`src/ff_bus_pkg.sv`:
```
// ************************************************
// APB side definitions: byte address map of the
// playfield, pattern and colour RAMs, the region
// decode result and the control register bits
// ************************************************

`default_nettype none

package ff_bus_pkg;

   typedef logic [12:0] apb_addr_t;
   typedef logic [15:0] apb_data_t;

   // region bases, byte addresses with word stride
   localparam apb_addr_t PF_BASE   = 13'h0000;
   localparam apb_addr_t PAT_BASE  = 13'h0800;
   localparam apb_addr_t COL_BASE  = 13'h1000;
   localparam apb_addr_t CTRL_ADDR = 13'h1800;

   typedef enum logic [2:0]
   {
      REG_PF,
      REG_PAT,
      REG_COL,
      REG_CTRL,
      REG_NONE
   } region_e;

   // control register bit positions
   localparam int CTRL_PFFLIP = 0;
   localparam int CTRL_LED1   = 4;
   localparam int CTRL_LED2   = 5;

endpackage

`default_nettype wire

```
`src/ff_video_pkg.sv`:
```
// ************************************************
// video side definitions: default screen timing,
// tile and map geometry, pipeline latency and the
// playfield word with its field view
// ************************************************

`default_nettype none

package ff_video_pkg;

   import ff_bus_pkg::*;

   // default timing, the top level passes these down
   localparam int DEF_H_ACTIVE    = 256;
   localparam int DEF_H_TOTAL     = 384;
   localparam int DEF_V_ACTIVE    = 232;
   localparam int DEF_V_TOTAL     = 256;
   localparam int DEF_HSYNC_START = 288;
   localparam int DEF_HSYNC_LEN   = 32;
   localparam int DEF_VSYNC_START = 240;
   localparam int DEF_VSYNC_LEN   = 4;

   // tile geometry
   localparam int TILE_PX  = 8;
   localparam int MAP_COLS = 32;

   // cycles from pixel position to rgb output
   localparam int PIPE_LAT = 5;

   typedef logic [8:0] pix_x_t;
   typedef logic [7:0] pix_y_t;

   // one tile row, pixel 0 in bits 15:14
   typedef logic [15:0] pat_row_t;

   typedef logic [7:0] rgb_t;

   typedef struct packed
   {
      logic       bank;
      logic       spare;
      logic [5:0] palette;
      logic [7:0] tile;
   } pf_fields_t;

   // same word as the cpu writes it and as the tile fetch reads it
   typedef union packed
   {
      apb_data_t  raw;
      pf_fields_t f;
   } pf_word_u;

endpackage

`default_nettype wire

```
`src/ff_color_out.sv`:
```
// ************************************************
// colour lookup and output register: palette index
// to 8 bit rgb, black outside the active area, with
// blank and syncs registered alongside
// ************************************************

`timescale 1ns/1ps
`default_nettype none

module ff_color_out
   import ff_video_pkg::*;
(
   input  wire        s_6mhz,
   input  wire        blank_n,
   input  wire [7:0]  i_pix_index,
   input  wire        i_active,
   input  wire        i_hsync,
   input  wire        i_vsync,
   input  wire        i_col_we,
   input  wire [10:0] i_wr_index,
   input  wire [15:0] i_wr_data,
   output rgb_t       o_rgb,
   output logic       o_blank,
   output logic       o_hsync,
   output logic       o_vsync
);

   rgb_t col_ram [256];
   rgb_t col_q;
   logic act_q;
   logic hs_q;
   logic vs_q;

   // cpu writes only the low byte
   always_ff @(posedge s_6mhz)
   begin
      if (i_col_we)
         col_ram[i_wr_index[7:0]] <= i_wr_data[7:0];
   end

   always_ff @(posedge s_6mhz)
   begin
      col_q <= col_ram[i_pix_index];
   end

   always_ff @(posedge s_6mhz or negedge blank_n)
   begin
      if (!blank_n)
      begin
         act_q <= 1'b0;
         hs_q  <= 1'b0;
         vs_q  <= 1'b0;
      end
      else
      begin
         act_q <= i_active;
         hs_q  <= i_hsync;
         vs_q  <= i_vsync;
      end
   end

   // output register, blank stays high until real pixels arrive
   always_ff @(posedge s_6mhz or negedge blank_n)
   begin
      if (!blank_n)
      begin
         o_rgb   <= '0;
         o_blank <= 1'b1;
         o_hsync <= 1'b0;
         o_vsync <= 1'b0;
      end
      else
      begin
         o_rgb   <= act_q ? col_q : '0;
         o_blank <= ~act_q;
         o_hsync <= hs_q;
         o_vsync <= vs_q;
      end
   end

endmodule

`default_nettype wire

```
`config.mk`:
```
export PLATFORM = sky130hd
export DESIGN_NAME = ff_color_out
export DESIGN_NICKNAME = d
export VERILOG_FILES = /design/src/ff_bus_pkg.sv /design/src/ff_video_pkg.sv /design/src/ff_color_out.sv
export SDC_FILE = /design/constraint.sdc
export NUM_CORES = 2
export LEC_CHECK = 0
export ABC_CLOCK_PERIOD_IN_PS = 2150
export BUFFER_PORTS_ARGS = -buffer_cell sky130_fd_sc_hd__buf_2
export CORE_MARGIN = 4
export CORE_UTILIZATION = 45
export DETAILED_ROUTE_END_ITERATION = 10
export PLACE_DENSITY = 0.62
export SLEW_MARGIN = 20
export SYNTH_ARGS = -nofsm -noshare
export SYNTH_HDL_FRONTEND = slang
export SYNTH_SLANG_ARGS = --single-unit
```
`constraint.sdc`:
```
create_clock -name s_6mhz -period 2.15 [get_ports s_6mhz]
set_clock_uncertainty 0.05 [all_clocks]
set_input_delay 0.3225 -clock s_6mhz [delete_from_list [all_inputs] [get_ports s_6mhz]]
set_output_delay 0.3225 -clock s_6mhz [all_outputs]
set_load 0.1 [all_outputs]
```
# Word-level counts from Yosys, hierarchy flattened
# Memories as Yosys holds them, arrays and structs flattened. A register that Yosys moved wholly into a read port is not among the register bits.
# Cells that the tools add are included.
totals:
  ff_bits: 14
  latchBits: 0
  ram_bits: 2048
  romBits: 0
  inputBits: 41
  output_inout_bits: 11
  word_cells: 12
  n_memories: 1
op_classes:
  add_sub_neg: 0
  n_mul: 0
  div: 0
  magnitude_cmp: 0
  eq_ne: 0
  shift: 0
  muxes: 3
  n_bitwise: 1
  reduce_logical: 0
mem_list:
  columns: ["name", "depth", "word_bits", "read_ports", "rd_ports_with_merged_regs", "wr", "line", "source"]
  rows:
  - ["col_ram", 256, 8, 1, 1, 1, "ff_color_out.sv:28", "rgb_t col_ram [256];"]
ops:
  columns: ["operator", "n"]
  rows:
  - ["$mux W8", 1]
  - ["$mux W1", 2]
  - ["$not A1 Y1", 1]

# Logic depth before layout (Yosys ltp)
depth:
  depth_word: 2
  depth_mapped: 12
  ltp_nobuf: 6

# Worst setup path after synthesis
# OpenSTA, ideal clock, no wires.
synth_path:
  path_type: "input-to-reg"
  startpoint: "in i_pix_index[0]"
  endpoint: "reg col_q[0] (read register of col_ram)"
  setup_ns: 0.127
  arrival_ns: 2.127
  required_time_ns: 1.973
  slack_ns: -0.154
  path_stages: 9
  n_path_buf: 4
  path_cell_list: "buf_6 -> buf_6 -> buf_6 -> buf_4 -> mux4_2 -> a22oi_1 -> a21oi_1 -> nor4_1 -> nor4_1"
synth_rtl:
  columns: ["element", "line", "source"]
  rows:
  - ["start, declared", "ff_color_out.sv:15", "input wire [7:0] i_pix_index,"]
  - ["end, declared", "ff_color_out.sv:29", "rgb_t col_q;"]

==> impl_metrics.json <==
{
  "nets": 4646,
  "switching_part_of_the_total_power": 0.215,
  "hold-path-cell-count": 2,
  "io-pin-count": 52,
  "max_freq_ghz": 0.456,
  "cap_viol_max_count": 0,
  "postCtsSetupRepairBufs": 0,
  "via_count_of_the_first_global_routing_pass": 42385,
  "max_slew.worst_pin.slew_ns": 1.08,
  "rr_worst_depth": 6,
  "worst-endpoint-arrival_ns": 2.88,
  "power.clock.fraction": 0.421,
  "fraction_of_registers_with_async_set_reset": 0.00676,
  "grt_start_max_net_pins": 104,
  "flow.area_growth_from_synthesis_pct": 20.7,
  "fin_crit_ns": 2.19,
  "final_cell_count_no_fill": 7117,
  "clockRootBuffer": "sky130_fd_sc_hd__clkbuf_16",
  "cts_buffers": 209,
  "p_seq_frac": 0.520,
  "port_buffers": 40,
  "yosysSeqAreaShare": 0.775,
  "syn-cell-area_um2": 80100,
  "syn_inst": 3777,
  "max-vdd-ir-drop_mv": 0.726,
  "setup_viol": 3,
  "globalplace.congestion": 0.848,
  "setup_slack_ns": -0.0441,
  "drt_pre_antenna_iters": 6,
  "worstHoldPathType": "input port to register",
  "synth_cell_types": 57,
  "worstSkewPairLatency_ns": 0.84,
  "post-place-cells": 6722,
  "placement.setup.worst_slack_ns": -1.14,
  "cts_tree": "yes",
  "timing.hold.worst.start": "i_vsync",
  "yosys_register_bits": 2070,
  "hold-path-endpoint": "vs_q",
  "average_footprint_of_a_synthesized_cell_um2": 21.2,
  "drt_wl_total_um": 205000,
  "clk_path_buf_depth": 3,
  "die_height_um": 430,
  "failing_checks": "negative setup slack",
  "dpl-instance-area_um2": 89000,
  "yosys_most_used_dff": "sky130_fd_sc_hd__edfxtp_1",
  "clock_net_sink_count": 2070,
  "ant_nets": 0,
  "row_count": 154,
  "grt_use_total": 0.221,
  "timing_max_transition_violations_final": 0,
  "power.static_leakage_uw": 0.0318,
  "detailed_place_hpwl_um": 134000,
  "internal-power_uw": 67300,
  "final_common_cell": "sky130_fd_sc_hd__edfxtp_1",
  "synth_enable_flop_cells": 2048,
  "grt_first_pass_wirelength_um": 298000,
  "critical_path_peak_fanout": 2,
  "gr-total-overflow": 0,
  "required_ns": 2.84,
  "final_design_area_no_fill_um2": 96600,
  "remaining_drc_errors": 0,
  "r2r-start": "col_ram[170][3]",
  "grt_setup_unrepaired": "true",
  "status": "finished with violations",
  "final-hold-violation-count": 0,
  "drive_gt1_frac": 0.356,
  "vias": 41386,
  "slew_headroom": 0.280,
  "clk_pin_slew_ns": 0.06,
  "finalCritPeriodShare": 1.02,
  "dieArea_um2": 185000,
  "fill_cells": 13432,
  "worst_r2r_endpoint": "col_q[3]",
  "final_cell_mix": "sky130_fd_sc_hd__edfxtp_1 (2048), sky130_fd_sc_hd__buf_4 (695), sky130_fd_sc_hd__mux4_2 (429)",
  "post_drt_via_cell_ratio": 5.82,
  "syn_nets": 3818,
  "antenna_found_initial": 11,
  "floorplan.initialDensity": 0.454,
  "power_density_nw_per_um2": 887,
  "combPwrFrac": 0.059,
  "yosys_warnings": 0,
  "total_power_uw": 85700,
  "regToRegSetupSlack_ns": -0.04,
  "register_area_um2": 62000,
  "drt_iter0_drc": 4899,
  "die_x_um": 430,
  "timing.setup.critical_path_class": "register to register",
  "kind_of_start_point_of_the_critical_path": "register",
  "h-tree-depth": 4,
  "post_drt_wl_per_cell_um": 28.8,
  "end_kind": "register",
  "multi_input_comb_area_um2": 17000,
  "p_sw_uw": 18400,
  "coreArea_um2": 176000
}
[critical path: stages (launching register included)]
cell                       delay, ns
sky130_fd_sc_hd__edfxtp_1       0.36
sky130_fd_sc_hd__mux4_2         0.49
sky130_fd_sc_hd__o22a_1         0.21
sky130_fd_sc_hd__o211ai_1       0.10
sky130_fd_sc_hd__a311oi_2       0.19
sky130_fd_sc_hd__or3_4          0.48
sky130_fd_sc_hd__and4b_1        0.21
[cells in the mapped netlist (18+ instances only)]
| cell | count | share of area |
|---|---|---|
| sky130_fd_sc_hd__nor2b_1 | 18 | 0.0014 |
| sky130_fd_sc_hd__buf_2 | 57 | 0.0036 |
| sky130_fd_sc_hd__buf_4 | 23 | 0.0022 |
| sky130_fd_sc_hd__clkbuf_1 | 89 | 0.0042 |
| sky130_fd_sc_hd__nor2_1 | 275 | 0.013 |
| sky130_fd_sc_hd__o22ai_1 | 39 | 0.0030 |
| sky130_fd_sc_hd__buf_6 | 21 | 0.0030 |
| sky130_fd_sc_hd__mux4_2 | 425 | 0.12 |
| sky130_fd_sc_hd__nand3_1 | 29 | 0.0018 |
| sky130_fd_sc_hd__nor4_1 | 26 | 0.0020 |
| sky130_fd_sc_hd__a22oi_1 | 179 | 0.017 |
| sky130_fd_sc_hd__o221ai_1 | 31 | 0.0034 |
| sky130_fd_sc_hd__nand2_1 | 44 | 0.0021 |
| sky130_fd_sc_hd__mux2i_1 | 140 | 0.018 |
| sky130_fd_sc_hd__a21oi_1 | 91 | 0.0057 |
| sky130_fd_sc_hd__edfxtp_1 | 2048 | 0.77 |
[per-stage QoR]
step	hold WS, ns	utilization	setup TNS [ns]
floorplan	-0.0231	-	-20.40
global placement	0.171	0.504	-10.53
global route	0.0628	0.547	-0.404
finish	0.0839	0.547	-0.0888
detailed placement	0.175	0.504	-9.54
CTS	0.0233	0.546	-0.161
[layer usage]
metal  GRT usage  part of all wire
met3      0.0380             0.070
met4      0.0692             0.032
met2       0.365              0.49
met5     0.00572           0.00075
met1       0.303              0.40
[how the worst max path moves through the flow]
stage          endpoint       startpoint  slack [ns]  cells after the start
2_1_floorplan  col_q[5]   i_pix_index[0]       -0.04                      8
3_3_place_gp   col_q[1]   i_pix_index[0]       -1.86                      8
3_5_place_dp   col_q[0]   i_pix_index[0]       -1.14                     11
4_1_cts        col_q[7]   col_ram[51][7]       -0.06                      7
5_1_grt        col_q[2]   col_ram[43][2]       -0.09                      7
6_report       col_q[3]  col_ram[170][3]       -0.04                      6
[flip-flops by register name (all words and copies together), names as in the netlist]
| name | count |
|---|---|
| col_ram | 2048 |
| col_q | 8 |
| o_rgb | 8 |
| act_q | 1 |
| hs_q | 1 |
| o_blank | 1 |
| o_hsync | 1 |
| o_vsync | 1 |
| vs_q | 1 |
[cells by family (layout without fill, tap and decap cells)]
family / count (synthesis) / after routing / synth area share
flops: 2070 / 2070 / 0.775
compound gates: 413 / 413 / 0.0361
buf+inv: 237 / 1233 / 0.0198
other cells: 0 / 4 / 0
mux: 588 / 588 / 0.143
simple gates: 469 / 469 / 0.0265
[cell type report]
type / instances / area share
sequential: 2070 / 0.642
multi-input combinational: 1470 / 0.176
timing repair buffer: 851 / 0.0799
clock buffer: 262 / 0.0582
tap: 2340 / 0.0303
clock inverter: 117 / 0.0133
inverter: 3 / 0.000117
antenna: 4 / 0.000104
[power groups by stage]
stage | Combinational (µW) | Clock, µW | Sequential [µW]
floorplan | 2190 | 0 | 45500
global placement | 4870 | 0 | 45400
detailed placement | 4930 | 0 | 45400
CTS | 5040 | 36700 | 44500
global route | 5330 | 38500 | 44500
finish | 5070 | 36100 | 44500
[what timing repair did]
item	4_1_cts	5_1_grt
resized for setup	68	36
setup endpoints to repair	9	8
gates cloned	0	2
hold buffers	14	0
pin swaps	27	9
endpoints found under the hold margin	317	0
No activity file was read; power rests on OpenSTA's default activity.
