[src/ff_bus_pkg.sv]
// ************************************************
// APB side definitions: byte address map of the
// playfield, pattern and colour RAMs, the region
// decode result and the control register bits
// ************************************************

`default_nettype none

package ff_bus_pkg;

   typedef logic [12:0] apb_addr_t;
   typedef logic [15:0] apb_data_t;

   // region bases, byte addresses with word stride
   localparam apb_addr_t PF_BASE   = 13'h0000;
   localparam apb_addr_t PAT_BASE  = 13'h0800;
   localparam apb_addr_t COL_BASE  = 13'h1000;
   localparam apb_addr_t CTRL_ADDR = 13'h1800;

   typedef enum logic [2:0]
   {
      REG_PF,
      REG_PAT,
      REG_COL,
      REG_CTRL,
      REG_NONE
   } region_e;

   // control register bit positions
   localparam int CTRL_PFFLIP = 0;
   localparam int CTRL_LED1   = 4;
   localparam int CTRL_LED2   = 5;

endpackage

`default_nettype wire

[src/ff_video_pkg.sv]
// ************************************************
// video side definitions: default screen timing,
// tile and map geometry, pipeline latency and the
// playfield word with its field view
// ************************************************

`default_nettype none

package ff_video_pkg;

   import ff_bus_pkg::*;

   // default timing, the top level passes these down
   localparam int DEF_H_ACTIVE    = 256;
   localparam int DEF_H_TOTAL     = 384;
   localparam int DEF_V_ACTIVE    = 232;
   localparam int DEF_V_TOTAL     = 256;
   localparam int DEF_HSYNC_START = 288;
   localparam int DEF_HSYNC_LEN   = 32;
   localparam int DEF_VSYNC_START = 240;
   localparam int DEF_VSYNC_LEN   = 4;

   // tile geometry
   localparam int TILE_PX  = 8;
   localparam int MAP_COLS = 32;

   // cycles from pixel position to rgb output
   localparam int PIPE_LAT = 5;

   typedef logic [8:0] pix_x_t;
   typedef logic [7:0] pix_y_t;

   // one tile row, pixel 0 in bits 15:14
   typedef logic [15:0] pat_row_t;

   typedef logic [7:0] rgb_t;

   typedef struct packed
   {
      logic       bank;
      logic       spare;
      logic [5:0] palette;
      logic [7:0] tile;
   } pf_fields_t;

   // same word as the cpu writes it and as the tile fetch reads it
   typedef union packed
   {
      apb_data_t  raw;
      pf_fields_t f;
   } pf_word_u;

endpackage

`default_nettype wire

[src/ff_sync_gen.sv]
// ************************************************
// video timing: pixel and line counters with the
// active, hsync and vsync flags for the position
// currently on o_x / o_y
// ************************************************

`timescale 1ns/1ps
`default_nettype none

module ff_sync_gen
   import ff_video_pkg::*;
#(
   parameter int H_ACTIVE    = DEF_H_ACTIVE,
   parameter int H_TOTAL     = DEF_H_TOTAL,
   parameter int V_ACTIVE    = DEF_V_ACTIVE,
   parameter int V_TOTAL     = DEF_V_TOTAL,
   parameter int HSYNC_START = DEF_HSYNC_START,
   parameter int HSYNC_LEN   = DEF_HSYNC_LEN,
   parameter int VSYNC_START = DEF_VSYNC_START,
   parameter int VSYNC_LEN   = DEF_VSYNC_LEN
)
(
   input  wire    s_6mhz,
   input  wire    blank_n,
   output pix_x_t o_x,
   output pix_y_t o_y,
   output logic   o_active,
   output logic   o_hsync,
   output logic   o_vsync
);

   pix_x_t x_nxt;
   pix_y_t y_nxt;
   logic   line_end;

   assign line_end = (o_x == pix_x_t'(H_TOTAL - 1));

   // next position, vertical steps at the end of each line
   always_comb
   begin
      if (line_end)
      begin
         x_nxt = '0;
         if (o_y == pix_y_t'(V_TOTAL - 1))
            y_nxt = '0;
         else
            y_nxt = o_y + 8'd1;
      end
      else
      begin
         x_nxt = o_x + 9'd1;
         y_nxt = o_y;
      end
   end

   // flags compared on the next position so they line up with the counters
   always_ff @(posedge s_6mhz or negedge blank_n)
   begin
      if (!blank_n)
      begin
         o_x      <= '0;
         o_y      <= '0;
         // (0,0) is always inside the visible area
         o_active <= 1'b1;
         o_hsync  <= 1'b0;
         o_vsync  <= 1'b0;
      end
      else
      begin
         o_x      <= x_nxt;
         o_y      <= y_nxt;
         o_active <= (x_nxt < H_ACTIVE) && (y_nxt < V_ACTIVE);
         o_hsync  <= (x_nxt >= HSYNC_START) && (x_nxt < HSYNC_START + HSYNC_LEN);
         o_vsync  <= (y_nxt >= VSYNC_START) && (y_nxt < VSYNC_START + VSYNC_LEN);
      end
   end

endmodule

`default_nettype wire

[config.mk]
export PLATFORM = sky130hd
export DESIGN_NAME = ff_sync_gen
export DESIGN_NICKNAME = d
export VERILOG_FILES = /design/src/ff_bus_pkg.sv /design/src/ff_video_pkg.sv /design/src/ff_sync_gen.sv
export SDC_FILE = /design/constraint.sdc
export NUM_CORES = 1
export LEC_CHECK = 0
export BUFFER_PORTS_ARGS = -buffer_cell sky130_fd_sc_hd__buf_2
export CORE_UTILIZATION = 56
export CTS_CLUSTER_SIZE = 14
export DETAILED_ROUTE_END_ITERATION = 10
export PLACE_DENSITY = 0.81
export RECOVER_POWER = 25
export SYNTH_ARGS = -nofsm -noshare
export SYNTH_HDL_FRONTEND = slang
export SYNTH_SLANG_ARGS = --single-unit
[constraint.sdc]
create_clock -name s_6mhz -period 4.4 [get_ports s_6mhz]
set_input_delay 1.1 -clock s_6mhz [delete_from_list [all_inputs] [get_ports s_6mhz]]
set_output_delay 1.1 -clock s_6mhz [all_outputs]
set_load 0.02 [all_outputs]
-- Word-level counts from Yosys, hierarchy flattened
Index checks and enable logic that the tools add are counted.
- eq/ne operators: 2
- $add $sub $neg: 2
- $lt $le $gt $ge: 6
- multiplexer cells: 3
- reduce and logical (&&, ||, !) cells: 3
- operators by type and width (cell ; count):
    < comparator 9 bit, second input constant ; 2
    < comparator 8 bit, second input constant ; 2
    2-to-1 mux 8 bit ; 2
    adder 9 x 1 -> 9 bit, second input constant ; 1
    == test 9 bit, second input constant ; 1
    >= comparator 9 bit, second input constant ; 1
    2-to-1 mux 9 bit ; 1
    adder 8 x 1 -> 8 bit, second input constant ; 1
    == test 8 bit, second input constant ; 1
    >= comparator 8 bit, second input constant ; 1
    logical AND 1 bit ; 3
- bits in registers: 20
- logic and storage cells: 21
- output and inout bits: 20
- input port bits: 2

-- Longest topological paths before layout
- depth after elaboration: 5
- gate-level depth with buffers: 8
- mapped depth without buffers: 6

-- Worst setup path before layout
Ideal clock, no wire load.
- kind: reg-to-reg
- from: register o_x[0]
- to: register o_vsync
- setup slack: 2.521 ns
- cell stages (with the launch flop): 9
- clock period less this slack: 1.879 ns
- setup time: 0.125 ns
- data arrival time: 1.755 ns
- required time: 4.275 ns
- path buffers: 2
- cell sequence: dfrtp_1 > ha_1 > and3_1 > buf_6 > and3_1 > buf_6 > a21oi_1 > a31oi_4 > nor4b_2
- longest elaborated chain between the ends: 4
- elaborated cells on any way between the ends: 5
- classes of those cells: order compare (2); eq/ne (1); mux (1); reduce/logical (1)
- RTL lines (element ; RTL line ; RTL):
    from (decl) ; ff_sync_gen.sv:25 ; output pix_x_t o_x,
    from (signal assigned) ; ff_sync_gen.sv:70 ; o_x <= x_nxt;
    == test 9 bit * ; ff_sync_gen.sv:36 ; assign line_end = (o_x == pix_x_t'(H_TOTAL - 1));
    2-to-1 mux 8 bit * ; ff_sync_gen.sv:41 ; if (line_end)
    net y_nxt[5] ; ff_sync_gen.sv:33 ; pix_y_t y_nxt;
    >= comparator 8 bit or < comparator 8 bit (tied branches) ; ff_sync_gen.sv:74 ; o_vsync <= (y_nxt >= VSYNC_START) && (y_nxt < VSYNC_START + VSYNC_LEN);
    logical AND 1 bit * ; ff_sync_gen.sv:74 ;
    to (signal assigned) ; ff_sync_gen.sv:74 ;
    to (decl) ; ff_sync_gen.sv:29 ; output logic o_vsync
Mark *: on every way through the listed nets, which the timed path passes. The rest lies on a longest branch.

-- Worst setup path after layout
- from: register o_y[2]
- to: output port o_y[2]
- RTL lines (element ; RTL line ; RTL):
    from (decl) ; ff_sync_gen.sv:26 ; output pix_y_t o_y,
    from (signal assigned) ; ff_sync_gen.sv:71 ; o_y <= y_nxt;
No word-level cell between the ends.

==> run_summary.xml <==
<?xml version="1.0" encoding="UTF-8"?>
<metrics>
  <group name="status">
    <metric name="outcome" unit="">finished clean</metric>
  </group>
  <group name="synth">
    <metric name="area_contributors_post_synth" unit="">sky130_fd_sc_hd__dfrtp_1 (45%), sky130_fd_sc_hd__nand2_1 (4.3%), sky130_fd_sc_hd__nand3_1 (3.8%)</metric>
    <metric name="synthArstFlopShare" unit="">1.00</metric>
    <metric name="yosys.area.top_type" unit="">sky130_fd_sc_hd__dfrtp_1</metric>
    <metric name="count_of_flip_flops_with_a_built_in_enable_after_synthesis" unit="">0</metric>
    <metric name="mappedNetlistArea" unit="µm²">1050</metric>
    <metric name="yosysMostFrequentCell" unit="">sky130_fd_sc_hd__dfrtp_1</metric>
    <metric name="synth.net_count" unit="">105</metric>
    <metric name="yosysUniqueCellTypes" unit="">34</metric>
    <metric name="ys_seq_area_frac" unit="">0.477</metric>
    <metric name="ys_top_cells_by_count" unit="">sky130_fd_sc_hd__dfrtp_1 (19), sky130_fd_sc_hd__nand2_1 (12), sky130_fd_sc_hd__nand3_1 (8)</metric>
    <metric name="postSynthRegisterBits" unit="">20</metric>
    <metric name="count_of_mapped_cells_out_of_synthesis" unit="">100</metric>
    <metric name="ys.warnings.count" unit="">0</metric>
    <metric name="synth_top_flop_cell" unit="">sky130_fd_sc_hd__dfrtp_1</metric>
    <metric name="synthDominantCellAreaShare" unit="">0.452</metric>
    <metric name="syn-mean-instance-area" unit="µm²">10.5</metric>
  </group>
  <group name="layout">
    <metric name="final_standard_cell_count_with_taps_included_and_fillers_excluded" unit="">148</metric>
    <metric name="final_core_utilization" unit="">0.688</metric>
    <metric name="layout-drive-gt1-share" unit="">0.276</metric>
    <metric name="synthToLayoutAreaGrowth" unit="%">14.1</metric>
    <metric name="finalNetCount" unit="">129</metric>
    <metric name="finish.instance_area" unit="µm²">1200</metric>
    <metric name="n_antenna_cell" unit="">0</metric>
  </group>
  <group name="die">
    <metric name="die_height" unit="µm">45.3</metric>
    <metric name="initial_standard_cell_utilization_of_the_core" unit="">0.603</metric>
    <metric name="die_w" unit="µm">45.3</metric>
    <metric name="core_area" unit="µm²">1750</metric>
    <metric name="die_area" unit="µm²">2060</metric>
    <metric name="rows" unit="">15</metric>
    <metric name="i_o_pin_cnt" unit="">22</metric>
  </group>
  <group name="hold_path">
    <metric name="worstHoldPathType" unit="">reg2reg</metric>
    <metric name="hold_path_startpoint" unit="">o_x[0]$_DFF_PN0_</metric>
    <metric name="hold_end" unit="">o_x[0]$_DFF_PN0_</metric>
    <metric name="min_delay_path_depth" unit="">1</metric>
  </group>
  <group name="setup_path">
    <metric name="timing.critical_path.to_type" unit="">output port</metric>
    <metric name="crit_path_cell_trace" unit="">buf_2</metric>
    <metric name="startpoint_of_the_worst_slack_reg_to_reg_timing_path" unit="">o_x[0]$_DFF_PN0_</metric>
    <metric name="crit_path_top_delay_cell" unit="">sky130_fd_sc_hd__dfrtp_1</metric>
    <metric name="critical-path-top-delay-family" unit="">flip-flops</metric>
    <metric name="required" unit="ns">3.30</metric>
    <metric name="crit_type" unit="">reg2out</metric>
    <metric name="max_stage_delay" unit="ns">0.51</metric>
    <metric name="worst-r2r-setup-slack" unit="ns">2.35</metric>
    <metric name="cp_data_arrival_time" unit="ns">1.03</metric>
    <metric name="start_kind" unit="">flip-flop</metric>
    <metric name="r2r_cells" unit="">6</metric>
    <metric name="path_buf_inv" unit="">1</metric>
    <metric name="r2r_end" unit="">o_vsync$_DFF_PN0_</metric>
    <metric name="path_depth" unit="">1</metric>
    <metric name="path_max_fanout" unit="">8</metric>
  </group>
  <group name="routing">
    <metric name="vias" unit="">850</metric>
    <metric name="antenna_violating_nets_post_route" unit="">0</metric>
    <metric name="drt_drc_violations_left" unit="">0</metric>
    <metric name="drt_iter0_drc" unit="">20</metric>
    <metric name="totalWireLength" unit="µm">1920</metric>
    <metric name="post_drt_wl_per_cell" unit="µm">13.0</metric>
    <metric name="viasPerCell" unit="">5.74</metric>
    <metric name="length_of_the_first_detailed_routing_pass_in_iterations" unit="">4</metric>
  </group>
  <group name="power_and_ir_drop">
    <metric name="vdd_drop_max" unit="mV">0.233</metric>
    <metric name="power.density" unit="nW/µm²">244</metric>
    <metric name="p_leak" unit="nW">0.587</metric>
  </group>
  <group name="clock_network">
    <metric name="root_buffer" unit="">sky130_fd_sc_hd__clkbuf_4</metric>
    <metric name="worst_path_clk_slew" unit="ns">0.11</metric>
    <metric name="clkSinkCount" unit="">20</metric>
    <metric name="tritoncts.num_buffers" unit="">3</metric>
    <metric name="postCtsSetupRepairBufs" unit="">0</metric>
    <metric name="tritoncts" unit="">done</metric>
    <metric name="cts.htree.levels" unit="">1</metric>
    <metric name="cts_max_path_buffers" unit="">2</metric>
    <metric name="cts_resized" unit="">0</metric>
    <metric name="hold_buffers" unit="">0</metric>
    <metric name="clock_latency" unit="ns">0.30</metric>
  </group>
  <group name="placed_design">
    <metric name="detailed_place.area" unit="µm²">1170</metric>
    <metric name="dp.final_hpwl" unit="µm">1380</metric>
    <metric name="routabilityCongestion" unit="">0.868</metric>
    <metric name="portBuffers" unit="">21</metric>
    <metric name="dpl.cell_count" unit="">144</metric>
  </group>
  <group name="grt">
    <metric name="maximum_number_of_pins_on_one_net_before_global_route_repair" unit="">21</metric>
    <metric name="grt_overflow" unit="">0</metric>
    <metric name="grt_pass1_wl" unit="µm">3110</metric>
    <metric name="tot_gr_track_use" unit="">0.211</metric>
    <metric name="antenna_violations_before_repair" unit="">0</metric>
    <metric name="vias_in_the_first_global_route" unit="">735</metric>
  </group>
  <group name="sta">
    <metric name="post-route-min-period" unit="ns">2.13</metric>
    <metric name="finalHoldViolations" unit="">0</metric>
    <metric name="fin_hold_ws" unit="ns">0.525</metric>
    <metric name="clock-skew-final" unit="ns">0.00150</metric>
    <metric name="setup-tns-final" unit="ns">0</metric>
    <metric name="slew_headroom" unit="">0.303</metric>
    <metric name="final-setup-viol-count" unit="">0</metric>
    <metric name="layout_worst_path_cycle_share" unit="">0.483</metric>
    <metric name="max_freq" unit="MHz">470</metric>
    <metric name="worstMarginPinSlew" unit="ns">1.05</metric>
    <metric name="slew_viol_final" unit="">0</metric>
    <metric name="setup_repair_after_global_routing_missed_its_margin" unit="">no</metric>
  </group>
  <group name="run">
    <metric name="max_cap_viol_count" unit="">0</metric>
  </group>
</metrics>
-- flip-flops by register name (all words and copies together) (netlist names) --
name,cells
o_hsync,1
o_active,1
o_vsync,1
o_y,8
o_x,9
-- how the worst max path moves through the flow --
stage                startpoint                 to  slack (ns)
2_1_floorplan  o_x[0]$_DFF_PN0_  o_vsync$_DFF_PN0_        2.52
3_3_place_gp   o_x[0]$_DFF_PN0_  o_vsync$_DFF_PN0_        2.49
3_5_place_dp   o_x[0]$_DFF_PN0_  o_vsync$_DFF_PN0_        2.37
4_1_cts        o_y[2]$_DFF_PN0_             o_y[2]        2.27
5_1_grt        o_x[0]$_DFF_PN0_  o_vsync$_DFF_PN0_        2.18
6_report       o_y[2]$_DFF_PN0_             o_y[2]        2.27
-- layout make-up --
cell class,instances,area [µm²]
multi-input cells,77,524
flip-flops and latches,20,502
clock buffers,4,36.3
well taps,25,31.3
fillers,140,544
inverters,1,3.75
repair buffers,21,104
-- metal layers --
| metal | GRT usage | vias to the layer above | part of all wire |
|---|---|---|---|
| met5 | 0 | - | 0 |
| met4 | 0.115 | 0 | 0.024 |
| met3 | 0.0400 | 6 | 0.049 |
| met2 | 0.301 | 28 | 0.43 |
| met1 | 0.301 | 407 | 0.49 |
| li1 | - | 409 | - |
-- report_power, final --
| part | internal (mW) | switching [mW] | total (mW) |
|---|---|---|---|
| clock network | 0.0505 | 0.0551 | 0.106 |
| logic | 0.000171 | 0.00336 | 0.00353 |
| registers | 0.184 | 0 | 0.184 |
-- worst reg2reg max path, delay by kind of cell (launching register included) --
family,cells,cell delay (ns)
AO/OA/AOI/OAI,2,0.34
AND/OR/NAND/NOR,3,0.98
flip-flops,1,0.43
adder cells (fa/ha/maj),1,0.22
-- through the flow --
| step | power, mW | setup slack, ns |
|---|---|---|
| final | 0.293 | 2.27 |
| after global routing | 0.303 | 2.18 |
| after global placement | 0.191 | 2.49 |
| after CTS | 0.295 | 2.27 |
| after detailed placement | 0.191 | 2.37 |
| after floorplan | 0.187 | 2.52 |
-- logic make-up after synthesis --
logic type / share of synthesized area
mux: 0.0202
xor+xnor: 0.0666
fa+ha+maj: 0.0357
flops: 0.477
simple gates: 0.259
buf+inv: 0.0250
compound gates: 0.117
-- placed cells by master (no fill, tap or decap), types with 2 or more instances in the layout --
| cell type | instances |
|---|---|
| sky130_fd_sc_hd__a21oi_1 | 6 |
| sky130_fd_sc_hd__a31oi_1 | 2 |
| sky130_fd_sc_hd__and3_1 | 4 |
| sky130_fd_sc_hd__buf_2 | 20 |
| sky130_fd_sc_hd__clkbuf_4 | 3 |
| sky130_fd_sc_hd__dfrtp_1 | 19 |
| sky130_fd_sc_hd__ha_1 | 3 |
| sky130_fd_sc_hd__nand2_1 | 12 |
| sky130_fd_sc_hd__nand3_1 | 8 |
| sky130_fd_sc_hd__nand4_1 | 3 |
| sky130_fd_sc_hd__nand4b_1 | 2 |
| sky130_fd_sc_hd__nor2_1 | 6 |
| sky130_fd_sc_hd__o21ai_0 | 5 |
| sky130_fd_sc_hd__xnor2_1 | 4 |
| sky130_fd_sc_hd__xor2_1 | 4 |
Note: power is estimated with default switching activity, not from simulation.
