`config.mk`:
```
export PLATFORM = sky130hd
export DESIGN_NAME = ff_apb_regs
export DESIGN_NICKNAME = d
export VERILOG_FILES = /design/src/ff_bus_pkg.sv /design/src/ff_apb_regs.sv
export SDC_FILE = /design/constraint.sdc
export NUM_CORES = 1
export LEC_CHECK = 0
export BUFFER_PORTS_ARGS = -buffer_cell sky130_fd_sc_hd__buf_2
export CELL_PAD_IN_SITES_DETAIL_PLACEMENT = 1
export CELL_PAD_IN_SITES_GLOBAL_PLACEMENT = 1
export CORE_UTILIZATION = 22
export DETAILED_ROUTE_END_ITERATION = 6
export PLACE_DENSITY = 0.95
export SETUP_SLACK_MARGIN = 0.3
export SYNTH_ARGS = -nofsm -noshare
export SYNTH_HDL_FRONTEND = slang
export SYNTH_SLANG_ARGS = --single-unit
export TNS_END_PERCENT = 1
```
`constraint.sdc`:
```
create_clock -name s_6mhz -period 1.9 [get_ports s_6mhz]
set_input_delay 0.19 -clock s_6mhz [delete_from_list [all_inputs] [get_ports s_6mhz]]
set_output_delay 0.19 -clock s_6mhz [all_outputs]
set_load 0.01 [all_outputs]
```
`src/ff_bus_pkg.sv`:
```
// ************************************************
// APB side definitions: byte address map of the
// playfield, pattern and colour RAMs, the region
// decode result and the control register bits
// ************************************************

`default_nettype none

package ff_bus_pkg;

   typedef logic [12:0] apb_addr_t;
   typedef logic [15:0] apb_data_t;

   // region bases, byte addresses with word stride
   localparam apb_addr_t PF_BASE   = 13'h0000;
   localparam apb_addr_t PAT_BASE  = 13'h0800;
   localparam apb_addr_t COL_BASE  = 13'h1000;
   localparam apb_addr_t CTRL_ADDR = 13'h1800;

   typedef enum logic [2:0]
   {
      REG_PF,
      REG_PAT,
      REG_COL,
      REG_CTRL,
      REG_NONE
   } region_e;

   // control register bit positions
   localparam int CTRL_PFFLIP = 0;
   localparam int CTRL_LED1   = 4;
   localparam int CTRL_LED2   = 5;

endpackage

`default_nettype wire

```
`src/ff_apb_regs.sv`:
```
// ************************************************
// APB slave: decodes the byte address into a RAM
// region or the control register, issues write
// strobes and runs the playfield read wait state
// ************************************************

`timescale 1ns/1ps
`default_nettype none

module ff_apb_regs
   import ff_bus_pkg::*;
(
   input  wire         s_6mhz,
   input  wire         blank_n,
   input  wire         i_psel,
   input  wire         i_penable,
   input  wire         i_pwrite,
   input  wire apb_addr_t i_paddr,
   input  wire apb_data_t i_pwdata,
   input  wire apb_data_t i_pf_rdata,
   output apb_data_t   o_prdata,
   output logic        o_pready,
   output logic        o_pslverr,
   output logic        o_pf_we,
   output logic        o_pat_we,
   output logic        o_col_we,
   output logic [10:0] o_wr_index,
   output apb_data_t   o_wr_data,
   output logic [9:0]  o_pf_rd_index,
   output logic        o_pfflip,
   output logic        o_led1,
   output logic        o_led2
);

   region_e   region;
   logic      access;
   logic      wr;
   logic      pf_read;
   logic      rd_wait;
   apb_data_t ctrl_rd;

   // region decode on the upper address bits
   always_comb
   begin
      if (i_paddr[12:11] == PF_BASE[12:11])
         region = REG_PF;
      else if (i_paddr[12:10] == PAT_BASE[12:10])
         region = REG_PAT;
      else if (i_paddr[12:9] == COL_BASE[12:9])
         region = REG_COL;
      else if (i_paddr[12:1] == CTRL_ADDR[12:1])
         region = REG_CTRL;
      else
         region = REG_NONE;
   end

   assign access  = i_psel & i_penable;
   assign wr      = access & i_pwrite;
   assign pf_read = access & ~i_pwrite & (region == REG_PF);

   // playfield reads finish in the second access cycle
   always_ff @(posedge s_6mhz or negedge blank_n)
   begin
      if (!blank_n)
         rd_wait <= 1'b0;
      else
         rd_wait <= pf_read & ~rd_wait;
   end

   assign o_pready  = access & (~pf_read | rd_wait);
   assign o_pslverr = access & (region == REG_NONE);

   assign o_pf_we  = wr & (region == REG_PF);
   assign o_pat_we = wr & (region == REG_PAT);
   assign o_col_we = wr & (region == REG_COL);

   // region relative word index
   always_comb
   begin
      case (region)
         REG_PF:  o_wr_index = {1'b0, i_paddr[10:1]};
         REG_PAT: o_wr_index = {2'b0, i_paddr[9:1]};
         REG_COL: o_wr_index = {3'b0, i_paddr[8:1]};
         default: o_wr_index = '0;
      endcase
   end

   assign o_wr_data = i_pwdata;

   // index latched in setup, RAM reads it during the first access cycle
   always_ff @(posedge s_6mhz)
   begin
      if (i_psel && !i_penable)
         o_pf_rd_index <= i_paddr[10:1];
   end

   always_ff @(posedge s_6mhz or negedge blank_n)
   begin
      if (!blank_n)
      begin
         o_pfflip <= 1'b0;
         o_led1   <= 1'b0;
         o_led2   <= 1'b0;
      end
      else if (wr && region == REG_CTRL)
      begin
         o_pfflip <= i_pwdata[CTRL_PFFLIP];
         o_led1   <= i_pwdata[CTRL_LED1];
         o_led2   <= i_pwdata[CTRL_LED2];
      end
   end

   always_comb
   begin
      ctrl_rd              = '0;
      ctrl_rd[CTRL_PFFLIP] = o_pfflip;
      ctrl_rd[CTRL_LED1]   = o_led1;
      ctrl_rd[CTRL_LED2]   = o_led2;
   end

   // pattern and colour are write only and read as zero
   always_comb
   begin
      case (region)
         REG_CTRL: o_prdata = ctrl_rd;
         REG_PF:   o_prdata = i_pf_rdata;
         default:  o_prdata = '0;
      endcase
   end

endmodule

`default_nettype wire

```
; ---- After elaboration in Yosys (flattened, before gate mapping)
; Index checks and enable logic that the tools add are counted.
; W data, S select, Z words.
[classes]
reduce_logical = 5
muxes = 6
bitwise = 14
add_sub_neg = 0
n_mul = 0
magnitude_cmp = 0
n_div = 0
n_eq_ne = 7
shifts = 0
[op_table]
columns = cell, count
row1 = $pmux W16 S2, 1
row2 = $pmux W10 S3, 1
row3 = $eq A12 B12 Y1 const B, 1
row4 = $mux W3, 4
row5 = $and A1 B1 Y1, 10
row6 = $eq A3 B2 Y1 const B, 3
row7 = $eq A4 B4 Y1 const B, 1
row8 = $eq A3 B1 Y1 const B, 1
row9 = $eq A3 B3 Y1 const B, 1
row10 = $logic_not A3 Y1, 1
row11 = $not A1 Y1, 3
row12 = $logic_and A1 B1 Y1, 2
row13 = $logic_not A2 Y1, 1
row14 = $logic_not A1 Y1, 1
row15 = $or A1 B1 Y1, 1
[word_totals]
out_inout_bits = 61
romBits = 0
register_bits = 14
n_memories = 0
ramBits = 0
elab_cells = 37
inputBits = 50
latchBits = 0

; ---- Depth between registers and ports, before layout
; Gate-level depths: netlist of run 1.
[logic_depth]
ltp_word = 10
depth_mapped = 3
mapped_depth_nobuf = 3

; ---- Worst setup path before layout of run 1
; OpenSTA, ideal clock, no wires.
[synth_timing]
path_kind = input port to flip-flop
startpoint = input i_paddr[3]
endpoint = register o_led1
required_time_ns = 1.775
path_stages = 3
setup_ns = 0.125
arrival_time_ns = 1.403
slack_ns = 0.372
cell_sequence = or4_4 nor4_4 mux2_2
[synth_between]
elab_chain_cells = 7
[synth_lines]
columns = element, line_no
row1 = start: declaration, ff_apb_regs.sv:18  ; input wire apb_addr_t i_paddr,
row2 = $eq A12 B12 Y1, ff_apb_regs.sv:51  ; else if (i_paddr[12:1] == CTRL_ADDR[12:1])
row3 = $mux W3, ff_apb_regs.sv:51
row4 = $mux W3, ff_apb_regs.sv:49  ; else if (i_paddr[12:9] == COL_BASE[12:9])
row5 = $mux W3, ff_apb_regs.sv:47  ; else if (i_paddr[12:10] == PAT_BASE[12:10])
row6 = $mux W3, ff_apb_regs.sv:45  ; if (i_paddr[12:11] == PF_BASE[12:11])
row7 = $eq A3 B2 Y1, ff_apb_regs.sv:105  ; else if (wr && region == REG_CTRL)
row8 = $logic_and A1 B1 Y1, ff_apb_regs.sv:105
row9 = end signal: assignment, ff_apb_regs.sv:108  ; o_led1 <= i_pwdata[CTRL_LED1];
row10 = end: declaration, ff_apb_regs.sv:31  ; output logic o_led1,
; No other way between the ends.
; A chain may end at the register's enable or synchronous reset.

; ---- Worst setup path in the final report of run 1
[layout_timing]
startpoint = input i_paddr[8]
endpoint = output o_prdata[0]
[layout_between]
elab_chain_cells = 7
[layout_lines]
columns = element, line_no
row1 = $eq A12 B12 Y1 (*), ff_apb_regs.sv:51
row2 = $mux W3 (*), ff_apb_regs.sv:51
row3 = $mux W3 (*), ff_apb_regs.sv:49
row4 = $mux W3 (*), ff_apb_regs.sv:47
row5 = $mux W3 (*), ff_apb_regs.sv:45
row6 = $eq A3 B2 Y1 / $logic_not A3 Y1 (equally long branches), ff_apb_regs.sv:124  ; case (region)
row7 = $pmux W16 S2 (*), ff_apb_regs.sv:124
row8 = end: declaration, ff_apb_regs.sv:21  ; output apb_data_t o_prdata,
; Mark *: on every way between the ends. The rest lies on a longest branch, timed or not.

==> results.sh, run 1 <==
export IMPL_status="complete, no violations"
export IMPL_die_x_um=66.3
export IMPL_worstMarginPinSlew_ps=541
export IMPL_top_layer_used="met4"
export IMPL_cts_made_buffers=3
export IMPL_dp_hpwl_um=2430
export IMPL_drtIter0Drc=14
export IMPL_fmax_mhz=614
export IMPL_hold_path_depth=1
export IMPL_cp_required_ps=1710
export IMPL_grt_antenna_before_repair=0
export IMPL_first_pass_iters=2
export IMPL_areaGrowthSynthToFinish_pct=51.0
export IMPL_syn_avg_cell_area_um2=10.7
export IMPL_min_to="o_pf_rd_index[1]$_DFFE_PP_"
export IMPL_synth_adder_area_share=0
export IMPL_leakage_nw=0.723
export IMPL_dr_wl_met3_um=266
export IMPL_seq_area_frac_synth=0.441
export IMPL_drt_wl_total_um=2770
export IMPL_finalHoldViolations=0
export IMPL_critPathTopFamily="simple AND/OR/NAND/NOR gates"
export IMPL_path_buf_inv=2
export IMPL_fin_crit_ps=1630
export IMPL_vdd_drop_max_mv=0.186
export IMPL_path_class="in -> out"
export IMPL_cts_root_buf="clkbuf_8"
export IMPL_num_antenna_cells=0
export IMPL_grt_max_degree=20
export IMPL_io_buffers=82
export IMPL_grt_pass1_wl_um=4060
export IMPL_crit_path_end_kind="primary output"
export IMPL_r2r_start="o_led2$_DFFE_PN0P_"
export IMPL_synth_simple_gate_area_share=0.311
export IMPL_num_vias=900
export IMPL_dr_wl_met2_um=1540
export IMPL_hold_class="in -> reg"
export IMPL_layout_commonest_cell="buf_2"
export IMPL_gr_total_overflow=0
export IMPL_die_h_um=66.3
export IMPL_hold_slack_ps=142
export IMPL_setup_viol=0
export IMPL_clkSlewWorstSetupHoldPaths_ps=50
export IMPL_synthXorXnorAreaFrac=0
export IMPL_wire_per_inst_um=13.5
export IMPL_synth_top_family_by_area="simple AND/OR/NAND/NOR gates"
export IMPL_yosysWarnings=0
export IMPL_grt_pass1_vias=921
export IMPL_synth_seq_cells=14
export IMPL_rsz0062_at_grt="yes"
export IMPL_synthMuxAreaShare=0.0372
export IMPL_cts_max_level=1
export IMPL_critPathLaunchType="input port"
export IMPL_slew_headroom=0.639
export IMPL_rrSetupSlack_ps=1110
export IMPL_skew_ps=0
export IMPL_routabilityCongestion=0.774
export IMPL_antenna_left=0
export IMPL_post_route_period_util=0.857
export IMPL_wl_met1_um=896
export IMPL_r2r_cells=1
export IMPL_cts_buffer_depth=2
export IMPL_nets=209
export IMPL_drive_above_1_share=0.620
export IMPL_cp_depth=5
export IMPL_powerDensity_nw_per_um2=594
export IMPL_cp_slowest_cell="or4_4"
export IMPL_final_max_slew_viol_count=0
export IMPL_die_area_um2=4390
export IMPL_crit_fanout=4
export IMPL_cts_tree="built"
export IMPL_cts_sinks=14
export IMPL_start_util=0.239
export IMPL_grt_use_total=0.123
export IMPL_rows=22
export IMPL_max_cap_violations=0
export IMPL_finalSetupTns_ps=0
export IMPL_layout_common_cells="80 x buf_2, 14 x and2_1, 10 x edfxtp_1"
export IMPL_core_area_um2=3800
export IMPL_via_per_inst=4.37
export IMPL_clock_latency_ps=240
export IMPL_r2r_end="o_led2$_DFFE_PN0P_"
export IMPL_syn_inst=85
export IMPL_synth_nets=135
export IMPL_yosysUniqueCellTypes=26
export IMPL_syn_area_um2=908
export IMPL_route_detailed_drc=0
export IMPL_crit_path_max_incr_delay_ps=540
export IMPL_min_from="i_paddr[2]"
export IMPL_synth_compound_area_frac=0.0537
export IMPL_worstPathCellList="buf_8 > or4_4 > nor4_4 > a22o_1 > buf_2"
export IMPL_io_pins=111
export IMPL_arrival_ps=1440
export IMPL_final_util=0.361
export IMPL_finalPower_w=0.000814
[cell families (layout without fill, tap and decap cells)]
family / after synthesis / after routing
and+or+nand+nor: 40 / 40
other: 1 / 1
muxes: 3 / 3
DFF: 14 / 14
AOI/OAI and AO/OA: 7 / 7
buffers and inverters: 20 / 93
[state kept, by name (all words and copies together), names as in the netlist]
name and cells:
o_pf_rd_index 10, o_led1 1, o_led2 1, o_pfflip 1, rd_wait 1
[metrics by stage]
step / instances / instance area (um2) / setup slack [ps]
floorplan: 85 / 908 / 372
global placement: 200 / 1270 / 123
detailed placement: 200 / 1270 / 110
CTS: 206 / 1370 / 251
global route: 206 / 1370 / 226
finish: 206 / 1370 / 271
[routing by layer]
layer,vias up,global-route usage
met2,65,0.246
met4,0,0.0638
met5,-,0
li1,424,-
met3,10,0.0276
met1,401,0.113
[area by class of cell]
cell class / count / area, um2
tap: 48 / 60.1
clock buffer: 4 / 55.1
multi-input combinational: 51 / 382
inverter: 2 / 7.51
fill: 460 / 2430
sequential: 14 / 400
timing repair buffer: 87 / 467
[Yosys cell counts]
cell type / count / area [um2]
a211oi_1: 1 / 7.51
a21oi_1: 2 / 10.0
a22o_1: 3 / 26.3
and2_1: 14 / 87.6
buf_4: 17 / 128
clkbuf_1: 1 / 3.75
conb_1: 1 / 3.75
dfrtp_1: 4 / 100
edfxtp_1: 10 / 300
inv_1: 2 / 7.51
mux2_2: 3 / 33.8
nand2_1: 1 / 3.75
nand3_1: 1 / 5.00
nor2_1: 3 / 11.3
nor2b_1: 9 / 56.3
nor3_1: 2 / 10.0
nor3b_1: 1 / 7.51
nor4_1: 1 / 6.26
nor4_2: 1 / 12.5
nor4_4: 1 / 21.3
nor4b_1: 1 / 8.76
o21ai_0: 1 / 5.00
or3b_4: 1 / 11.3
or4_1: 1 / 7.51
or4_4: 1 / 11.3
or4bb_1: 2 / 22.5
[report_power, final]
group | switching [W] | internal, W | total, W
registers | 0.00000314 | 0.000345 | 0.000348
clock network | 0.0000961 | 0.000183 | 0.000279
logic | 0.0000973 | 0.0000893 | 0.000187
total | 0.000197 | 0.000618 | 0.000814
[timing repair]
action,CTS,global route
pin swaps,3,0
endpoints found under the setup margin,4,4
setup buffers,1,0
gates resized for setup,7,0
cloned,0,0
hold buffers,1,0
endpoints found under the hold margin,4,0
[worst max-delay path by stage]
| stage | from | to | slack (ps) |
|---|---|---|---|
| global placement | i_paddr[3] | o_prdata[4] | 120 |
| floorplan | i_paddr[3] | o_led1$_DFFE_PN0P_ | 370 |
| global route | i_paddr[10] | o_prdata[0] | 230 |
| CTS | i_paddr[8] | o_prdata[0] | 250 |
| finish | i_paddr[8] | o_prdata[0] | 270 |
| detailed placement | i_paddr[3] | o_prdata[0] | 110 |
(Power assumes the default switching activity.)
==> run 2, diff against run 1 <==
--- a/config.mk
+++ b/config.mk
@@ -10,7 +10,7 @@
 export CELL_PAD_IN_SITES_GLOBAL_PLACEMENT = 1
 export CORE_UTILIZATION = 22
 export DETAILED_ROUTE_END_ITERATION = 6
-export PLACE_DENSITY = 0.95
+export PLACE_DENSITY = 0.83
 export SETUP_SLACK_MARGIN = 0.3
 export SYNTH_ARGS = -nofsm -noshare
 export SYNTH_HDL_FRONTEND = slang
==> results.sh, run 2 (synthesis results as in run 1) <==
export IMPL_die_area_um2=4390
export IMPL_antenna_left=0
export IMPL_final_max_slew_viol_count=0
export IMPL_areaGrowthSynthToFinish_pct=50.6
export IMPL_grt_pass1_wl_um=4050
export IMPL_r2r_cells=1
export IMPL_layout_common_cells="80 x buf_2, 14 x and2_1, 10 x edfxtp_1"
export IMPL_clock_latency_ps=250
export IMPL_rsz0062_at_grt="yes"
export IMPL_min_from="i_paddr[2]"
export IMPL_post_route_period_util=0.853
export IMPL_hold_class="in -> reg"
export IMPL_cts_sinks=14
export IMPL_crit_fanout=4
export IMPL_nets=209
export IMPL_power_switching_w=0.000204
export IMPL_dr_wl_met2_um=1410
export IMPL_arrival_ps=1430
export IMPL_grt_max_degree=20
export IMPL_wl_met1_um=974
export IMPL_skew_ps=0
export IMPL_io_buffers=82
export IMPL_first_pass_iters=4
export IMPL_routabilityCongestion=0.741
export IMPL_cts_made_buffers=3
export IMPL_clkPwrFrac=0.350
export IMPL_drt_wl_total_um=2740
export IMPL_finalHoldViolations=0
export IMPL_cts_root_buf="clkbuf_8"
export IMPL_die_h_um=66.3
export IMPL_grt_pass1_vias=829
export IMPL_io_pins=111
export IMPL_wire_per_inst_um=13.3
export IMPL_hold_path_depth=1
export IMPL_crit_path_end_kind="primary output"
export IMPL_num_vias=918
export IMPL_dr_wl_met3_um=288
export IMPL_cts_buffer_depth=2
export IMPL_start_util=0.239
export IMPL_dp_hpwl_um=2210
export IMPL_core_area_um2=3800
export IMPL_cp_required_ps=1710
export IMPL_clkSlewWorstSetupHoldPaths_ps=50
export IMPL_powerDensity_nw_per_um2=601
export IMPL_leakage_nw=0.721
export IMPL_die_x_um=66.3
export IMPL_cts_max_level=1
export IMPL_max_cap_violations=0
export IMPL_regMostFlops="o_pf_rd_index"
export IMPL_largest_register_ffs=10
export IMPL_fin_crit_ps=1620
export IMPL_drive_above_1_share=0.620
export IMPL_top_layer_used="met4"
export IMPL_critPathLaunchType="input port"
export IMPL_route_detailed_drc=0
export IMPL_cts_tree="built"
export IMPL_setup_viol=0
export IMPL_path_class="in -> out"
export IMPL_vdd_drop_max_mv=0.270
export IMPL_via_per_inst=4.46
export IMPL_rows=22
export IMPL_num_antenna_cells=0
export IMPL_hold_slack_ps=130
export IMPL_drtIter0Drc=32
export IMPL_power_frac_comb=0.225
export IMPL_status="complete, no violations"
export IMPL_grt_antenna_before_repair=0
export IMPL_layout_commonest_cell="buf_2"
export IMPL_gr_total_overflow=0
export IMPL_r2r_start="o_pfflip$_DFFE_PN0P_"
export IMPL_sequentialPowerShare=0.424
export IMPL_p_int_w=0.000617
export IMPL_crit_start="i_paddr[8]"
export IMPL_fmax_mhz=617
export IMPL_finalSetupTns_ps=0
export IMPL_sw_frac_of_total=0.249
export IMPL_grt_use_total=0.122
-- run 2: through the flow --
| stage | power (W) | std cells | setup WS, ps | area, um2 | util |
|---|---|---|---|---|---|
| after detailed placement | 0.000532 | 200 | 113 | 1270 | 0.334 |
| after floorplan | 0.000461 | 85 | 372 | 908 | - |
| after global routing | 0.000861 | 206 | 199 | 1370 | 0.360 |
| final | 0.000821 | 206 | 278 | 1370 | 0.360 |
| after global placement | 0.000528 | 200 | 159 | 1270 | 0.334 |
| after CTS | 0.000828 | 206 | 268 | 1370 | 0.360 |
-- run 2: critical path, cell delays in order --
cell    delay [ps]
buf_6           90
or4_4          530
nor4_4         310
a22o_1         170
buf_2          130
-- run 2: path summary, 6_finish.rpt --
check / to / slack, ps
worst max register to register: o_pfflip$_DFFE_PN0P_ / 1140
min in group asynchronous: o_led2$_DFFE_PN0P_ / 270
worst min register to register: rd_wait$_DFF_PN0_ / 440
worst max-delay path: o_prdata[0] / 280
max in group asynchronous: rd_wait$_DFF_PN0_ / 1510
worst min-delay path: o_pf_rd_index[1]$_DFFE_PP_ / 130
-- run 2: routing by layer --
metal,vias up,GRT usage
met3,12,0.0293
met2,60,0.221
met4,0,0.0718
met5,-,0
met1,417,0.125
li1,429,-
-- run 2: power groups by stage --
stage | Clock, W | Sequential [W] | Combinational, W
after floorplan | 0 | 0.000363 | 0.0000976
after global placement | 0 | 0.000354 | 0.000174
after detailed placement | 0 | 0.000354 | 0.000178
after CTS | 0.000293 | 0.000348 | 0.000186
after global routing | 0.000308 | 0.000349 | 0.000203
final | 0.000288 | 0.000348 | 0.000185
-- run 2: area by class of cell --
cell class | count | area [um2]
fill | 468 | 2430
timing repair buffer | 87 | 463
sequential | 14 | 400
multi-input combinational | 51 | 382
tap | 48 | 60.1
clock buffer | 4 | 55.1
inverter | 2 | 7.51
-- run 2: repair_timing --
action,4_1_cts,5_1_grt
endpoints found under the hold margin,4,0
gates resized for setup,4,0
hold buffers,1,0
endpoints found under the setup margin,4,4
buffers inserted,1,0
pin swaps,3,0
==> run 3, diff against run 2 <==
--- a/config.mk
+++ b/config.mk
@@ -5,12 +5,13 @@
 export SDC_FILE = /design/constraint.sdc
 export NUM_CORES = 1
 export LEC_CHECK = 0
+export ABC_AREA = 1
 export BUFFER_PORTS_ARGS = -buffer_cell sky130_fd_sc_hd__buf_2
 export CELL_PAD_IN_SITES_DETAIL_PLACEMENT = 1
 export CELL_PAD_IN_SITES_GLOBAL_PLACEMENT = 1
-export CORE_UTILIZATION = 22
+export CORE_UTILIZATION = 23
 export DETAILED_ROUTE_END_ITERATION = 6
-export PLACE_DENSITY = 0.83
+export PLACE_DENSITY = 0.84
 export SETUP_SLACK_MARGIN = 0.3
 export SYNTH_ARGS = -nofsm -noshare
 export SYNTH_HDL_FRONTEND = slang
==> results.sh, run 3 <==
export IMPL_place_inst=243
export IMPL_setup_viol=0
export IMPL_syn_avg_cell_area_um2=8.04
export IMPL_p_int_w=0.000567
export IMPL_skew_ps=0
export IMPL_drtIter0Drc=20
export IMPL_powerDensity_nw_per_um2=550
export IMPL_num_vias=1025
export IMPL_power_switching_w=0.000221
export IMPL_critPathLaunchType="register"
export IMPL_path_class="reg -> out"
export IMPL_r2r_cells=1
export IMPL_fin_crit_ps=1320
export IMPL_areaGrowthSynthToFinish_pct=39.1
export IMPL_largest_register_ffs=10
export IMPL_core_area_um2=4140
export IMPL_path_buf_inv=1
export IMPL_fmax_mhz=759
export IMPL_r2r_start="rd_wait$_DFF_PN0_"
export IMPL_clock_latency_ps=240
export IMPL_crit_path_end_kind="primary output"
export IMPL_synth_seq_cells=14
export IMPL_crit_fanout=2
export IMPL_start_util=0.248
export IMPL_synth_largest_area_cell="edfxtp_1"
export IMPL_yosysWarnings=0
export IMPL_clkPwrFrac=0.316
export IMPL_multi_input_area_um2=392
export IMPL_via_per_inst=4.13
export IMPL_cts_sinks=14
export IMPL_grt_antenna_before_repair=0
export IMPL_die_x_um=68.9
export IMPL_status="complete, no violations"
export IMPL_wire_per_inst_um=11.8
export IMPL_route_detailed_drc=0
export IMPL_clkSlewWorstSetupHoldPaths_ps=60
export IMPL_ys_async_sr_fraction=0.286
export IMPL_grt_use_total=0.126
export IMPL_die_h_um=68.9
export IMPL_cp_depth=3
export IMPL_drive_above_1_share=0.530
export IMPL_die_area_um2=4750
export IMPL_post_route_period_util=0.693
export IMPL_post_cts_repair_setup_buffers=0
export IMPL_antenna_left=0
export IMPL_grt_max_degree=17
export IMPL_num_antenna_cells=0
export IMPL_fin_cells=248
export IMPL_critPathTopFamily="simple AND/OR/NAND/NOR gates"
export IMPL_cts_made_buffers=3
export IMPL_cts_max_level=1
export IMPL_hold_slack_ps=135
export IMPL_rrSetupSlack_ps=1110
export IMPL_leakage_nw=0.887
export IMPL_netlist_area_leader_share=0.292
export IMPL_r2r_end="rd_wait$_DFF_PN0_"
export IMPL_arrival_ps=1130
export IMPL_io_pins=111
export IMPL_dp_hpwl_um=2480
export IMPL_ys_flop_type="edfxtp_1"
export IMPL_yosys_top_cells_count="22 x inv_1, 21 x nor2_1, 18 x nand2_1, 17 x buf_4, 10 x edfxtp_1"
export IMPL_rows=23
export IMPL_sw_frac_of_total=0.280
export IMPL_seq_area_frac_synth=0.389
export IMPL_num_fill_cells=553
export IMPL_synth_most_common_cell="inv_1"
export IMPL_synth_nets=178
export IMPL_crit_path_max_incr_delay_ps=370
export IMPL_cts_resized=0
export IMPL_nets=249
export IMPL_finalSetupTns_ps=0
export IMPL_cp_required_ps=1710
export IMPL_layout_common_cells="82 x buf_2, 22 x inv_1, 21 x nor2_1"
export IMPL_io_buffers=82
export IMPL_synth_edf_count=10
export IMPL_seq_area_um2=400
export IMPL_regMostFlops="o_pf_rd_index"
export IMPL_cts_tree="built"
export IMPL_first_pass_iters=2
export IMPL_grt_pass1_wl_um=4420
export IMPL_cts_root_buf="clkbuf_8"
export IMPL_hold_path_depth=1
export IMPL_layout_commonest_cell="buf_2"
export IMPL_power_frac_comb=0.242
export IMPL_yosysUniqueCellTypes=23
export IMPL_min_to="o_pf_rd_index[4]$_DFFE_PP_"
export IMPL_drt_wl_total_um=2930
export IMPL_final_util=0.346
export IMPL_hold_class="in -> reg"
export IMPL_synth_area_top_cells="edfxtp_1 29%, buf_4 12%, dfrtp_1 9.7%"
export IMPL_worstPathCellList="nor4_2 > nor2_1 > buf_2"
export IMPL_min_from="i_paddr[5]"
export IMPL_gr_total_overflow=0
export IMPL_vdd_drop_max_mv=0.179
export IMPL_max_cap_violations=0
export IMPL_final_max_slew_viol_count=0
export IMPL_syn_area_um2=1030
export IMPL_cp_slowest_cell="dfrtp_1"
export IMPL_cts_buffer_depth=2
export IMPL_routabilityCongestion=0.619
export IMPL_finalHoldViolations=0
export IMPL_syn_inst=128
export IMPL_rsz0062_at_grt="no"
export IMPL_grt_pass1_vias=971
export IMPL_sequentialPowerShare=0.443
==> run 3: area by class of cell <==
| cell class | count | area share |
|---|---|---|
| tap | 50 | 0.0437 |
| inverter | 28 | 0.0734 |
| timing repair buffer | 84 | 0.299 |
| clock buffer | 3 | 0.0288 |
| clock inverter | 1 | 0.00262 |
| multi-input combinational | 68 | 0.273 |
| sequential | 14 | 0.279 |
==> run 3: how the worst max path moves through the flow <==
stage / from / to
3_5_place_dp: i_paddr[11] / o_pready
5_1_grt: i_paddr[12] / o_pready
3_3_place_gp: i_paddr[11] / o_pready
6_report: rd_wait$_DFF_PN0_ / o_pready
4_1_cts: rd_wait$_DFF_PN0_ / o_pready
2_1_floorplan: i_penable / o_pat_we
==> run 3: power groups by stage <==
| stage | Combinational (W) | Clock, W | Sequential (W) |
|---|---|---|---|
| 6_report | 0.000190 | 0.000248 | 0.000349 |
| 5_1_grt | 0.000214 | 0.000273 | 0.000350 |
| 4_1_cts | 0.000194 | 0.000258 | 0.000349 |
| 3_5_place_dp | 0.000192 | 0 | 0.000355 |
| 3_3_place_gp | 0.000186 | 0 | 0.000354 |
| 2_1_floorplan | 0.000116 | 0 | 0.000363 |
==> run 3: per-layer routing <==
layer  vias to the layer above  GRT usage  part of all wire
met2                        50      0.239              0.54
li1                        512          -                 -
met5                         -          0                 0
met1                       459      0.140              0.39
met3                         4     0.0280             0.063
met4                         0     0.0281            0.0068
==> run 3: cells by family after synthesis <==
family / share of synthesized area
buffers and inverters: 0.231
AND/OR/NAND/NOR: 0.312
AO/OA/AOI/OAI: 0.0644
flip-flops: 0.389
other: 0.00364
==> run 3: what timing repair did <==
item                       CTS  global route
hold endpoints to repair     4             0
hold buffers                 1             0
setup endpoints to repair    0             0
==> run 3: stage by stage <==
stage          cell area, um2  total power (W)  setup WS [ps]
4_1_cts                  1430         0.000801            564
2_1_floorplan            1030         0.000480            827
3_3_place_gp             1380         0.000540            599
6_report                 1430         0.000787            583
5_1_grt                  1430         0.000837            474
3_5_place_dp             1380         0.000547            569
